### src/rtl/rv_isa_pkg.sv
/* RV32 base encodings only. Compressed instructions are not decoded here.
   FENCE/FENCE.I masks ignore rd, rs1, imm and the fence ordering bits */
package rv_isa_pkg;

  // basic ISA vectors
  typedef logic [31:0] insn_t;
  typedef logic [31:0] addr_t;
  typedef logic [31:0] word_t;

  // MISC-MEM opcode, funct3 = 001
  localparam insn_t FENCEI_IDATA = 32'b000000000000_00000_001_00000_0001111;
  localparam insn_t FENCEI_IMASK = 32'b000000000000_00000_111_00000_1111111;

  // MISC-MEM opcode, funct3 = 000
  localparam insn_t FENCE_IDATA  = 32'b000000000000_00000_000_00000_0001111;
  localparam insn_t FENCE_IMASK  = 32'b000000000000_00000_111_00000_1111111;

endpackage

### src/rtl/fencei_pkg.sv
/* Cache geometry is fixed at 8 direct-mapped lines of one word each.
   Outstanding data bus writes are limited by OUTST_W */
package fencei_pkg;

  localparam int unsigned NUM_LINES = 8;
  localparam int unsigned INDEX_W   = 3;
  localparam int unsigned TAG_W     = 32 - INDEX_W - 2;
  // counter width for outstanding bus writes
  localparam int unsigned OUTST_W   = 3;

  typedef logic [INDEX_W-1:0] line_idx_t;
  typedef logic [TAG_W-1:0]   line_tag_t;

  typedef enum logic {WBUF_EMPTY, WBUF_FULL} wbuf_state_e;

  typedef enum logic [1:0] {IDLE, DRAIN, FLUSH, REDIRECT} fencei_state_e;

  // one retiring instruction from writeback
  typedef struct packed {
    logic              valid;
    rv_isa_pkg::addr_t pc;
    rv_isa_pkg::insn_t insn;
  } retire_t;

  typedef struct packed {
    logic              valid;
    rv_isa_pkg::addr_t addr;
    rv_isa_pkg::word_t data;
    logic              bufferable;
  } store_t;

  // data bus write
  typedef struct packed {
    logic              valid;
    rv_isa_pkg::addr_t addr;
    rv_isa_pkg::word_t data;
  } bus_req_t;

  typedef struct packed {
    logic              valid;
    rv_isa_pkg::addr_t pc;
  } redirect_t;

  typedef struct packed {
    logic              valid;
    rv_isa_pkg::addr_t addr;
  } fetch_req_t;

  typedef struct packed {
    logic              valid;
    logic              hit;
    rv_isa_pkg::insn_t insn;
  } fetch_rsp_t;

  typedef struct packed {
    logic              valid;
    rv_isa_pkg::addr_t addr;
    rv_isa_pkg::insn_t insn;
  } refill_t;

endpackage

### src/rtl/fencei_ctrl.sv
/* Retire strobes are only accepted in IDLE; the environment must hold them off
   while busy_o is high. Flush request stays high until the one-cycle ack */
module fencei_ctrl (
  input  logic                  clk_i,
  input  logic                  rst_ni,
  input  fencei_pkg::retire_t   retire_i,
  input  logic                  drained_i,
  input  logic                  flush_ack_i,
  output logic                  drain_req_o,
  output logic                  flush_req_o,
  output logic                  busy_o,
  output fencei_pkg::redirect_t redirect_o
);
  import rv_isa_pkg::*;
  import fencei_pkg::*;

  fencei_state_e state_q;
  fencei_state_e state_d;
  logic          is_fence;
  logic          is_fencei;
  logic          accept;
  logic          fencei_q;
  addr_t         pc_q;
  addr_t         pc_next;

  // decode of the retiring word, rd/rs1/imm ignored
  assign is_fencei = (retire_i.insn & FENCEI_IMASK) == FENCEI_IDATA;
  assign is_fence  = (retire_i.insn & FENCE_IMASK) == FENCE_IDATA;

  assign accept = (state_q == IDLE) && retire_i.valid && (is_fence || is_fencei);

  always_comb begin
    state_d = state_q;
    unique case (state_q)
      IDLE: begin
        if (accept) begin
          state_d = DRAIN;
        end
      end
      DRAIN: begin
        // plain fence ends here once the data side is quiet
        if (drained_i) begin
          state_d = fencei_q ? FLUSH : IDLE;
        end
      end
      FLUSH: begin
        if (flush_ack_i) begin
          state_d = REDIRECT;
        end
      end
      REDIRECT: begin
        state_d = IDLE;
      end
      default: begin
        state_d = IDLE;
      end
    endcase
  end

  always_ff @(posedge clk_i or negedge rst_ni) begin
    if (!rst_ni) begin
      state_q  <= IDLE;
      fencei_q <= 1'b0;
    end else begin
      state_q <= state_d;
      if (accept) begin
        fencei_q <= is_fencei;
      end
    end
  end

  // retire pc, only read after a fence.i was accepted
  always_ff @(posedge clk_i) begin
    if (accept) begin
      pc_q <= retire_i.pc;
    end
  end

  // next sequential pc, word aligned
  assign pc_next = {pc_q[31:2], 2'b00} + addr_t'(4);

  assign busy_o      = (state_q != IDLE);
  assign drain_req_o = (state_q == DRAIN);
  assign flush_req_o = (state_q == FLUSH);

  assign redirect_o.valid = (state_q == REDIRECT);
  assign redirect_o.pc    = pc_next;

endmodule

### src/rtl/lsu_write_buffer.sv
/* Bus must accept each write in the cycle it is issued. At most
   2**OUTST_W-1 writes may await a response at once */
module lsu_write_buffer (
  input  logic                 clk_i,
  input  logic                 rst_ni,
  input  fencei_pkg::store_t   store_i,
  input  logic                 drain_req_i,
  input  logic                 data_rvalid_i,
  output fencei_pkg::bus_req_t data_req_o,
  output logic                 drained_o
);
  import rv_isa_pkg::*;
  import fencei_pkg::*;

  wbuf_state_e        state_q;
  wbuf_state_e        state_d;
  logic               full;
  logic               issue_ent;
  logic               issue_new;
  logic               load_ent;
  addr_t              ent_addr_q;
  word_t              ent_data_q;
  logic               ent_buf_q;
  logic               req_valid_q;
  addr_t              req_addr_q;
  word_t              req_data_q;
  logic [OUTST_W-1:0] outst_q;

  assign full = (state_q == WBUF_FULL);

  // buffered entry leaves first, keeps store order
  assign issue_ent = full && (store_i.valid || drain_req_i || !ent_buf_q);
  // non-bufferable store with empty buffer goes straight out
  assign issue_new = !full && store_i.valid && !store_i.bufferable;
  assign load_ent  = store_i.valid && (full || store_i.bufferable);

  always_comb begin
    state_d = state_q;
    if (load_ent) begin
      state_d = WBUF_FULL;
    end else if (issue_ent) begin
      state_d = WBUF_EMPTY;
    end
  end

  always_ff @(posedge clk_i or negedge rst_ni) begin
    if (!rst_ni) begin
      state_q     <= WBUF_EMPTY;
      req_valid_q <= 1'b0;
      outst_q     <= '0;
    end else begin
      state_q     <= state_d;
      req_valid_q <= issue_ent || issue_new;
      outst_q     <= outst_q + OUTST_W'(issue_ent || issue_new) - OUTST_W'(data_rvalid_i);
    end
  end

  always_ff @(posedge clk_i) begin
    if (load_ent) begin
      ent_addr_q <= store_i.addr;
      ent_data_q <= store_i.data;
      ent_buf_q  <= store_i.bufferable;
    end
    req_addr_q <= issue_ent ? ent_addr_q : store_i.addr;
    req_data_q <= issue_ent ? ent_data_q : store_i.data;
  end

  assign data_req_o = '{valid: req_valid_q, addr: req_addr_q, data: req_data_q};

  assign drained_o = !full && (outst_q == '0) && !store_i.valid;

endmodule

### src/rtl/icache_flush_seq.sv
/* Flush takes NUM_LINES+1 cycles from request to ack.
   Refills are dropped while a flush request is pending */
module icache_flush_seq (
  input  logic                            clk_i,
  input  logic                            rst_ni,
  input  logic                            flush_req_i,
  input  fencei_pkg::refill_t             refill_i,
  output logic [fencei_pkg::NUM_LINES-1:0] inv_o,
  output logic [fencei_pkg::NUM_LINES-1:0] fill_o,
  output fencei_pkg::line_tag_t           fill_tag_o,
  output rv_isa_pkg::insn_t               fill_insn_o,
  output logic                            flush_ack_o
);
  import fencei_pkg::*;

  logic      active_q;
  line_idx_t idx_q;
  line_idx_t fill_idx;

  // walk starts the cycle after the request is first seen
  always_ff @(posedge clk_i or negedge rst_ni) begin
    if (!rst_ni) begin
      active_q <= 1'b0;
      idx_q    <= '0;
    end else if (active_q) begin
      active_q <= !flush_ack_o;
      idx_q    <= idx_q + line_idx_t'(1);
    end else if (flush_req_i) begin
      active_q <= 1'b1;
      idx_q    <= '0;
    end
  end

  assign flush_ack_o = active_q && (idx_q == line_idx_t'(NUM_LINES - 1));

  assign fill_idx    = refill_i.addr[INDEX_W+1:2];
  assign fill_tag_o  = refill_i.addr[31:INDEX_W+2];
  assign fill_insn_o = refill_i.insn;

  always_comb begin
    inv_o  = '0;
    fill_o = '0;
    if (active_q) begin
      inv_o[idx_q] = 1'b1;
    end
    if (refill_i.valid && !flush_req_i) begin
      fill_o[fill_idx] = 1'b1;
    end
  end

endmodule

### src/rtl/icache_line.sv
/* One direct-mapped line holding a single word. Invalidate wins over
   a fill in the same cycle */
module icache_line #(
  parameter fencei_pkg::line_idx_t LINE_IDX = '0
) (
  input  logic                   clk_i,
  input  logic                   rst_ni,
  input  logic                   inv_i,
  input  logic                   fill_i,
  input  fencei_pkg::line_tag_t  fill_tag_i,
  input  rv_isa_pkg::insn_t      fill_insn_i,
  input  fencei_pkg::fetch_req_t fetch_i,
  output logic                   hit_o,
  output rv_isa_pkg::insn_t      insn_o
);
  import rv_isa_pkg::*;
  import fencei_pkg::*;

  logic      valid_q;
  line_tag_t tag_q;
  insn_t     insn_q;

  always_ff @(posedge clk_i or negedge rst_ni) begin
    if (!rst_ni) begin
      valid_q <= 1'b0;
    end else if (inv_i) begin
      valid_q <= 1'b0;
    end else if (fill_i) begin
      valid_q <= 1'b1;
    end
  end

  always_ff @(posedge clk_i) begin
    if (fill_i && !inv_i) begin
      tag_q  <= fill_tag_i;
      insn_q <= fill_insn_i;
    end
  end

  assign hit_o = valid_q && (tag_q == fetch_i.addr[31:INDEX_W+2])
              && (fetch_i.addr[INDEX_W+1:2] == LINE_IDX);
  assign insn_o = insn_q;

endmodule

### src/rtl/icache_lookup.sv
/* Response follows the fetch by one cycle. At most one line hits,
   a miss returns a zero word */
module icache_lookup (
  input  logic                             clk_i,
  input  logic                             rst_ni,
  input  fencei_pkg::fetch_req_t           fetch_i,
  input  logic [fencei_pkg::NUM_LINES-1:0] hit_i,
  input  rv_isa_pkg::insn_t                insn_i [fencei_pkg::NUM_LINES],
  output fencei_pkg::fetch_rsp_t           fetch_rsp_o
);
  import rv_isa_pkg::*;
  import fencei_pkg::*;

  insn_t sel_insn;
  logic  rsp_valid_q;
  logic  rsp_hit_q;
  insn_t rsp_insn_q;

  // or-reduce the hitting word
  always_comb begin
    sel_insn = '0;
    for (int i = 0; i < NUM_LINES; i++) begin
      if (hit_i[i]) begin
        sel_insn = sel_insn | insn_i[i];
      end
    end
  end

  always_ff @(posedge clk_i or negedge rst_ni) begin
    if (!rst_ni) begin
      rsp_valid_q <= 1'b0;
    end else begin
      rsp_valid_q <= fetch_i.valid;
    end
  end

  always_ff @(posedge clk_i) begin
    rsp_hit_q  <= |hit_i;
    rsp_insn_q <= sel_insn;
  end

  assign fetch_rsp_o = '{valid: rsp_valid_q, hit: rsp_hit_q, insn: rsp_insn_q};

endmodule

### src/rtl/fencei_top.sv
/* Environment must send no retire or store strobes while busy_o is high.
   Data bus accepts every write in its issue cycle */
module fencei_top (
  input  logic                   clk_i,
  input  logic                   rst_ni,
  input  fencei_pkg::retire_t    retire_i,
  input  fencei_pkg::store_t     store_i,
  input  logic                   data_rvalid_i,
  input  fencei_pkg::fetch_req_t fetch_i,
  input  fencei_pkg::refill_t    refill_i,
  output logic                   busy_o,
  output fencei_pkg::bus_req_t   data_req_o,
  output fencei_pkg::redirect_t  redirect_o,
  output fencei_pkg::fetch_rsp_t fetch_rsp_o
);
  import rv_isa_pkg::*;
  import fencei_pkg::*;

  logic                 drain_req;
  logic                 drained;
  logic                 flush_req;
  logic                 flush_ack;
  logic [NUM_LINES-1:0] inv;
  logic [NUM_LINES-1:0] fill;
  line_tag_t            fill_tag;
  insn_t                fill_insn;
  logic [NUM_LINES-1:0] line_hit;
  insn_t                line_insn [NUM_LINES];

  fencei_ctrl u_ctrl (
    .clk_i, .rst_ni, .retire_i,
    .drained_i(drained), .flush_ack_i(flush_ack),
    .drain_req_o(drain_req), .flush_req_o(flush_req), .busy_o, .redirect_o
  );

  lsu_write_buffer u_wbuf (
    .clk_i, .rst_ni, .store_i, .drain_req_i(drain_req), .data_rvalid_i,
    .data_req_o, .drained_o(drained)
  );

  icache_flush_seq u_seq (
    .clk_i, .rst_ni, .flush_req_i(flush_req), .refill_i,
    .inv_o(inv), .fill_o(fill), .fill_tag_o(fill_tag), .fill_insn_o(fill_insn),
    .flush_ack_o(flush_ack)
  );

  for (genvar i = 0; i < NUM_LINES; i++) begin : gen_lines
    icache_line #(.LINE_IDX(line_idx_t'(i))) u_line (
      .clk_i, .rst_ni, .inv_i(inv[i]), .fill_i(fill[i]),
      .fill_tag_i(fill_tag), .fill_insn_i(fill_insn), .fetch_i,
      .hit_o(line_hit[i]), .insn_o(line_insn[i])
    );
  end

  icache_lookup u_lookup (
    .clk_i, .rst_ni, .fetch_i, .hit_i(line_hit), .insn_i(line_insn), .fetch_rsp_o
  );

endmodule

### config.mk
export PLATFORM = sky130hd
export DESIGN_NAME = fencei_top
export DESIGN_NICKNAME = d
export VERILOG_FILES = /design/src/rtl/rv_isa_pkg.sv /design/src/rtl/fencei_pkg.sv /design/src/rtl/fencei_ctrl.sv /design/src/rtl/lsu_write_buffer.sv /design/src/rtl/icache_flush_seq.sv /design/src/rtl/icache_line.sv /design/src/rtl/icache_lookup.sv /design/src/rtl/fencei_top.sv
export SDC_FILE = /design/constraint.sdc
export NUM_CORES = 1
export LEC_CHECK = 0
export BUFFER_PORTS_ARGS = -buffer_cell sky130_fd_sc_hd__clkbuf_2
export CAP_MARGIN = 30
export CORE_MARGIN = 4
export CORE_UTILIZATION = 30
export CTS_CLUSTER_DIAMETER = 30
export DETAILED_ROUTE_END_ITERATION = 10
export PLACE_DENSITY_LB_ADDON = 0.2
export SETUP_SLACK_MARGIN = 0.02
export SLEW_MARGIN = 20
export SYNTH_ARGS = -nofsm -noshare
export SYNTH_HDL_FRONTEND = slang
export SYNTH_SLANG_ARGS = --single-unit
### constraint.sdc
create_clock -name clk_i -period 22.6 [get_ports clk_i]
set_input_delay 1.13 -clock clk_i [delete_from_list [all_inputs] [get_ports clk_i]]
set_output_delay 1.13 -clock clk_i [all_outputs]
set_load 0.02 [all_outputs]
==> summary.md, run 1 <==
| Metric | Value |
|---|---|
| Status | completed |
| Worst-case clock buffer depth | 3 |
| # DRC | 0 |
| Area Growth Syn to Fin | 33.7% |
| Ys Warns | 0 |
| Top_reg_cell synth | edfxtp_1 |
| Total grt overflow | 0 |
| Cts bufs inserted | 161 |
| Synth top area share | 0.662 |
| Post-route setup slack | 18750 ps |
| Core footprint | 85100 um2 |
| HP Class | input port to async pin |
| I/O Buffers | 334 |
| Sequential area share after synthesis | 0.758 |
| Cell Area, Synth | 25700 um2 |
| Period utilisation layout | 0.170 |
| Final Hold Fails | 0 |
| Area leader, netlist | edfxtp_1 |
| Xor/xnor cell area share of the yosys netlist | 0.0838 |
| Fin Setup TNS | 0 ps |
| Pre-CTS WS | 18570 ps |
| Post-synthesis simple-gate area fraction | 0.0852 |
| Most frequent cells in the layout | edfxtp_1, clkbuf_2, xnor2_1 |
| Slew Viols, Final | 0 |
| Final setup skew | 29.8 ps |
| Initial antenna violation count | 5 |
| All-Layer GR Usage | 0.157 |
| # IOs | 365 |
| Measured slew at the worst slew-check pin | 866 ps |
| CP Class | flop to primary output |
| CTS H-Tree Depth | 4 |
| Syn Inst Count | 1540 |
| Layout cells sized above 1 | 0.337 |
| Vias per inst | roughly 4.6 |
| Routed len/inst | around 22 um |
| Die height | 301 um |
| Cts hold-fix bufs | 0 |
| Largest net degree at the start of global routing | 65 |
| Highest metal used | met5 |
| First-pass iteration count of the detailed router | 5 |
| Top post-synthesis cells by area | edfxtp_1, dfxtp_1, xnor2_1, nand3_1, mux2_2 |
| Synth Area per Inst | 16.7 um2 |
| Unrepaired setup endpoints after global routing | no |
| Die Width | 301 um |
| Worst slew margin | 0.422 |
| Post-synthesis mux area share | 0.0284 |
| Crit path DAT | 2720 ps |
| WP data required | 21470 ps |
| Startpoint type of the worst setup path | flop |
| Total die area | ~90000 um2 |
| Final Cell Area | 34400 um2 |
| Sequential Power Share | 0.368 |
| Tmin final | slightly below 4000 ps |
| Met1 WL | roughly 31000 um |
| Clock Tree Root | clkbuf_16 |
| Overall power | 3.96 mW |
| Fraction of registers with async set or reset after synthesis | 0.0307 |
| Vias in the first global route | 16153 |
| First-pass GRT wire length | between 100000 and 150000 um |
| Starting Density | 0.302 |
| 1st-iter DRT viols | 932 |
| Setup violators final | 0 |
| Crit path max-delay cell type | edfxtp_1 |
| Synth Area in Compound Gates | 0.0230 |
| Peak VDD IR | 0.0710 mV |
| Combinational power share | 0.048 |
| Critical path's most frequent cell | and3_1 |
| Post-DP Area | 28800 um2 |
| Commonest non-fill, non-tap cell in the layout | edfxtp_1 |
| Clock power share | 0.584 |
| Clock sink count | 685 |
| Max Cap Viol | 0 |
| CP peak stage delay | 370 ps |
| PD cells | 115 nW/um2 |
| Pleak | ~12 nW |
| Final ANT Viol Nets | 0 |
| Psw | between 0.8 and 0.9 mW |
| Internal power | 3.09 mW |
| Setup crit end kind | primary output |
| Vias | 15138 |
| Total setup buffers inserted after CTS | 0 |
| Crit-path max FO | 6 |
| Largest family of logic cells by synthesized area | simple AND/OR/NAND/NOR gates |
| Total wire length | 71500 um |
| Synth Register Bits | 685 |
| Worst path cell trace | ha_1 > nand2_1 > nor2_1 > and3_1 > and3_1 > nand4_1 > xnor2_1 > clkbuf_2 |
| Gpl congestion | between 0.7 and 0.8 |
| CTS tree | built |
| Latest clock arrival within the worst-skew pair | 730 ps |
| Flop2flop setup slack | 19620 ps |
| Post-layout net count | 2231 |
| CTS-repair resized insts | 0 |
| Number of flops mapped to enable cells by yosys | between 500 and 600 |
| Switching Fraction | 0.219 |
| Met3 routed WL | 5010 um |
| # rows | 107 |
| Count of cell types in the netlist | 46 |
| Dpl hpwl | 43300 um |
| Peak Freq | 260 MHz |
| Worst-path clk slew | 40 ps |
| Met2 wire len | 34100 um |
| Adder-Cell Fraction of Synth Area | 0.00321 |
[cell usage after synthesis (20+ instances only)]
library cell / number
a22oi_1: 64
buf_2: 24
buf_4: 23
clkbuf_1: 28
dfrtp_1: 21
dfxtp_1: 97
edfxtp_1: 567
mux2_2: 64
nand2_1: 29
nand3_1: 144
nand3b_1: 34
nand4_1: 80
nor4_1: 20
xnor2_1: 172
xor2_1: 74
[stage by stage]
step / hold slack (ps) / utilization / cells
after floorplan: 442 / - / 1541
after global placement: 456 / 0.337 / 2968
after detailed placement: 458 / 0.339 / 2974
after CTS: 388 / 0.403 / 3275
after global routing: 425 / 0.403 / 3275
final: 432 / 0.404 / 3279
[state kept, by name, summed over array words and instances (netlist names), 3 cells and up, named ones only]
signal,cells
u_seq.idx_q,3
u_wbuf.ent_addr_q,32
gen_lines.u_line.tag_q,216
u_ctrl.pc_q,30
gen_lines.u_line.valid_q,8
u_wbuf.ent_data_q,32
u_wbuf.outst_q,3
u_wbuf.req_addr_q,32
u_lookup.rsp_insn_q,32
u_wbuf.req_data_q,32
gen_lines.u_line.insn_o,256
[power groups by stage]
| stage | clock network, mW | registers, mW | logic, mW |
|---|---|---|---|
| 2_1_floorplan | 0 | 1.49 | 0.0951 |
| 3_3_place_gp | 0 | 1.48 | 0.188 |
| 3_5_place_dp | 0 | 1.48 | 0.194 |
| 4_1_cts | 2.36 | 1.46 | 0.195 |
| 5_1_grt | 2.43 | 1.46 | 0.208 |
| 6_report | 2.31 | 1.46 | 0.189 |
[critical path: cells and delay by family, from the launching register on]
kind,cells,cell delay (ps)
XOR/XNOR,1,180
flip-flops,1,370
buffers and inverters,1,190
adder cells (fa/ha/maj),1,220
AND/OR/NAND/NOR,5,1040
[layout make-up]
cell class | instances | area (um2)
clock inverter | 104 | 1270
sequential | 685 | 19500
timing repair buffer | 368 | 1980
tap | 1144 | 1430
clock buffer | 197 | 4250
multi-input combinational | 768 | 5890
inverter | 9 | 33.8
antenna | 4 | 10.0
fill | 7916 | 50800
[cell families (layout without fill, tap and decap cells)]
family / count (synthesis) / in the layout
AND/OR/NAND/NOR: 368 / 368
multiplexers: 65 / 65
adder cells (fa/ha/maj): 6 / 6
flip-flops: 685 / 685
buffers and inverters: 88 / 678
other: 1 / 6
XOR/XNOR: 246 / 246
AO/OA/AOI/OAI: 81 / 81
[path summary, 6_finish.rpt]
| path | startpoint | end | cells past startpoint |
|---|---|---|---|
| worst min-delay path | rst_ni | u_lookup.rsp_valid_q | 1 |
| min in group clk_i | gen_lines[0].u_line.valid_q | gen_lines[0].u_line.valid_q | 1 |
| worst max-delay path | u_ctrl.pc_q[2] | redirect_o[22] | 8 |
| max in group asynchronous | rst_ni | gen_lines[3].u_line.valid_q | 1 |
| worst min register to register | gen_lines[0].u_line.valid_q | gen_lines[0].u_line.valid_q | 1 |
| worst max register to register | gen_lines[6].u_line.tag_q[21] | u_lookup.rsp_insn_q[4] | 7 |
[metal layers]
layer / vias up / global-route usage
met1: 7642 / 0.199
met4: 4 / 0.0605
met2: 494 / 0.250
met3: 136 / 0.0509
met5: - / 0
li1: 6862 / -
Note: power is estimated with default switching activity, not from simulation.
==> inputs of run 2 (changes only) <==
==> constraint.sdc (replaced) <==
create_clock -name clk_i -period 3.4 [get_ports clk_i]
set_input_delay 0.17 -clock clk_i [delete_from_list [all_inputs] [get_ports clk_i]]
set_output_delay 0.17 -clock clk_i [all_outputs]
set_load 0.02 [all_outputs]
==> run 2 against run 1 <==
Register-to-register slack worse by 19000 ps. Clock power grew to 6.8 times the previous value. First-iteration DRC count is 8.9% higher. Core utilization is 2.2 points higher. Non-clock buffer count is 160 higher. Sequential power grew to 6.6 times the previous value. Flip-flop and latch count stayed put. Design area is 5.4% higher. Critical path type unchanged.
==> summary.md, run 2 (synthesis gave the netlist of run 1 again) <==
| Metric | Value |
|---|---|
| WP data required | 3230 ps (-18240 ps) |
| Dpl hpwl | 42700 um (-1.4%) |
| Total die area | 90400 um2 (unchanged) |
| Pleak | 13.2 nW (+6.0%) |
| Gpl congestion | 0.798 (+6.9%) |
| Clock Tree Root | clkbuf_16 |
| Measured slew at the worst slew-check pin | 919 ps (+52.6 ps) |
| CTS tree | built |
| First-pass GRT wire length | 108000 um (+3.5%) |
| Final ANT Viol Nets | 0 (unchanged) |
| # DRC | 0 (unchanged) |
| Worst-path clk slew | 40 ps (about the same) |
| Internal power | 21.0 mW (+580%) |
| Setup crit end kind | primary output |
| # IOs | 365 (unchanged) |
| Starting Density | 0.302 (unchanged) |
| Crit path DAT | 2740 ps (+20 ps) |
| Setup violators final | 0 (unchanged) |
| Total wire length | 72900 um (+2.0%) |
| Clock power share | 0.585 (about the same) |
| Vias | 15714 (+3.8%) |
| Peak VDD IR | 0.544 mV (+670%) |
| Worst slew margin | 0.387 (-0.0350) |
| Latest clock arrival within the worst-skew pair | 710 ps (-20 ps) |
| All-Layer GR Usage | 0.160 (+0.00316) |
| Flop2flop setup slack | 860 ps (-18760 ps) |
| Cts bufs inserted | 160 (-0.62%) |
| CP Class | flop to primary output |
| First-pass iteration count of the detailed router | 5 (unchanged) |
| Hold Path Sink | gen_lines[3].u_line.tag_q[10] |
| Routed len/inst | 21.2 um (-2.7%) |
| # rows | 107 (unchanged) |
| Max Cap Viol | 0 (unchanged) |
| Layout cells sized above 1 | 0.314 (-0.0230) |
| 1st-iter DRT viols | 1015 (+8.9%) |
| Startpoint type of the worst setup path | flop |
| Die Width | 301 um (unchanged) |
| Peak Freq | 344 MHz |
| Status | completed |
| Worst-case clock buffer depth | 3 (unchanged) |
| Largest net degree at the start of global routing | 67 (+3.1%) |
| Unrepaired setup endpoints after global routing | no |
| Fin Hold WS | 61.0 ps (-371 ps) |
| Post-layout net count | 2390 (+7.1%) |
| Tmin final | 2910 ps |
| HP Class | input port to flop |
| Period utilisation layout | 0.855 |
| R2R Path Start | u_ctrl.state_q[0] |
| Area Growth Syn to Fin | 40.9% |
| Clock sink count | 685 (unchanged) |
| Psw | 5.75 mW (+560%) |
| CTS H-Tree Depth | 4 (unchanged) |
| Hold depth | 2 |
| Commonest non-fill, non-tap cell in the layout | edfxtp_1 |
| Final setup skew | 26.9 ps (-2.84 ps) |
| Number of flip-flops in the largest register | 256 (unchanged) |
| Die height | 301 um (unchanged) |
| Core footprint | 85100 um2 (unchanged) |
| Switching Fraction | 0.215 (-0.00408) |
| I/O Buffers | 334 (unchanged) |
| Vias per inst | 4.57 (-0.91%) |
| Overall power | 26.8 mW (+580%) |
| Most frequent cells in the layout | edfxtp_1, clkbuf_2, xnor2_1 |
| CTS-repair resized insts | 0 (unchanged) |
| Worst R2R Path Depth | 4 (-3) |
| Slew Viols, Final | 0 (unchanged) |
| Combinational power share | 0.054 (+0.006) |
| PD cells | 740 nW/um2 (+540%) |
| Initial antenna violation count | 11 (+6) |
| Vias in the first global route | 16868 (+4.4%) |
| Crit-path max FO | 7 (+1) |
| Worst flop-to-flop path endpoint | gen_lines[1].u_line.tag_q[10] |
| Hold Startpoint | refill_i[36] |
| Sequential Power Share | 0.362 (-0.006) |
| Total grt overflow | 0 (unchanged) |
| Final Hold Fails | 0 (unchanged) |
[run 2: per-layer routing]
layer | vias to the layer above | track usage | routed length [um]
met1 | 7878 | 0.206 | 31800
met5 | - | 0 | 84
met4 | 14 | 0.0460 | 1100
met2 | 535 | 0.256 | 34300
met3 | 105 | 0.0566 | 5700
li1 | 7182 | - | -
[run 2: power groups by stage]
stage	logic (mW)	registers, mW	clock network, mW
floorplan	0.652	9.90	0
global placement	1.28	9.81	0
detailed placement	1.30	9.82	0
CTS	1.47	9.68	16.0
global route	1.57	9.71	16.5
finish	1.44	9.68	15.7
[run 2: final cells by class]
cell class / count / area [um2]
Antenna cell: 4 / 10.0
Clock buffer: 185 / 4180
Clock inverter: 112 / 1410
Fill cell: 7755 / 48900
Inverter: 9 / 33.8
Multi-Input combinational cell: 768 / 5960
Sequential cell: 685 / 19500
Tap cell: 1144 / 1430
Timing Repair Buffer: 528 / 3690
[run 2: what timing repair did]
item | 4_1_cts | 5_1_grt
hold endpoints to repair | 661 | 0
setup buffers | 0 | 0
hold buffers | 162 | 0
[run 2: worst max-delay path by stage]
stage                 startpoint                             to  slack [ps]  depth (start not counted)
4_1_cts           u_ctrl.pc_q[4]                 redirect_o[31]         370                          7
2_1_floorplan  u_ctrl.state_q[0]  gen_lines[4].u_line.insn_o[0]         -60                          4
3_3_place_gp          fetch_i[8]        u_lookup.rsp_insn_q[13]         900                          8
3_5_place_dp         fetch_i[25]         u_lookup.rsp_insn_q[3]         910                          8
6_report          u_ctrl.pc_q[4]                 redirect_o[31]         490                          7
5_1_grt           u_ctrl.pc_q[4]                 redirect_o[31]         270                          7
[run 2: stage by stage]
stage	util	setup TNS, ps	cells	setup slack [ps]	cell area, um2
finish	0.425	0	3435	493	36200
global route	0.425	0	3431	269	36200
CTS	0.425	0	3431	366	36200
detailed placement	0.340	0	2972	907	29000
global placement	0.340	0	2972	901	29000
floorplan	-	-3660	1541	-62.0	25800
[run 2: worst max-delay path: stages, from the launching register on]
cell and delay [ps]:
edfxtp_1 400, nand3_1 160, nor2_1 290, and3_1 270, and3_1 350, nand4_1 190, xnor2_1 180, clkbuf_2 190
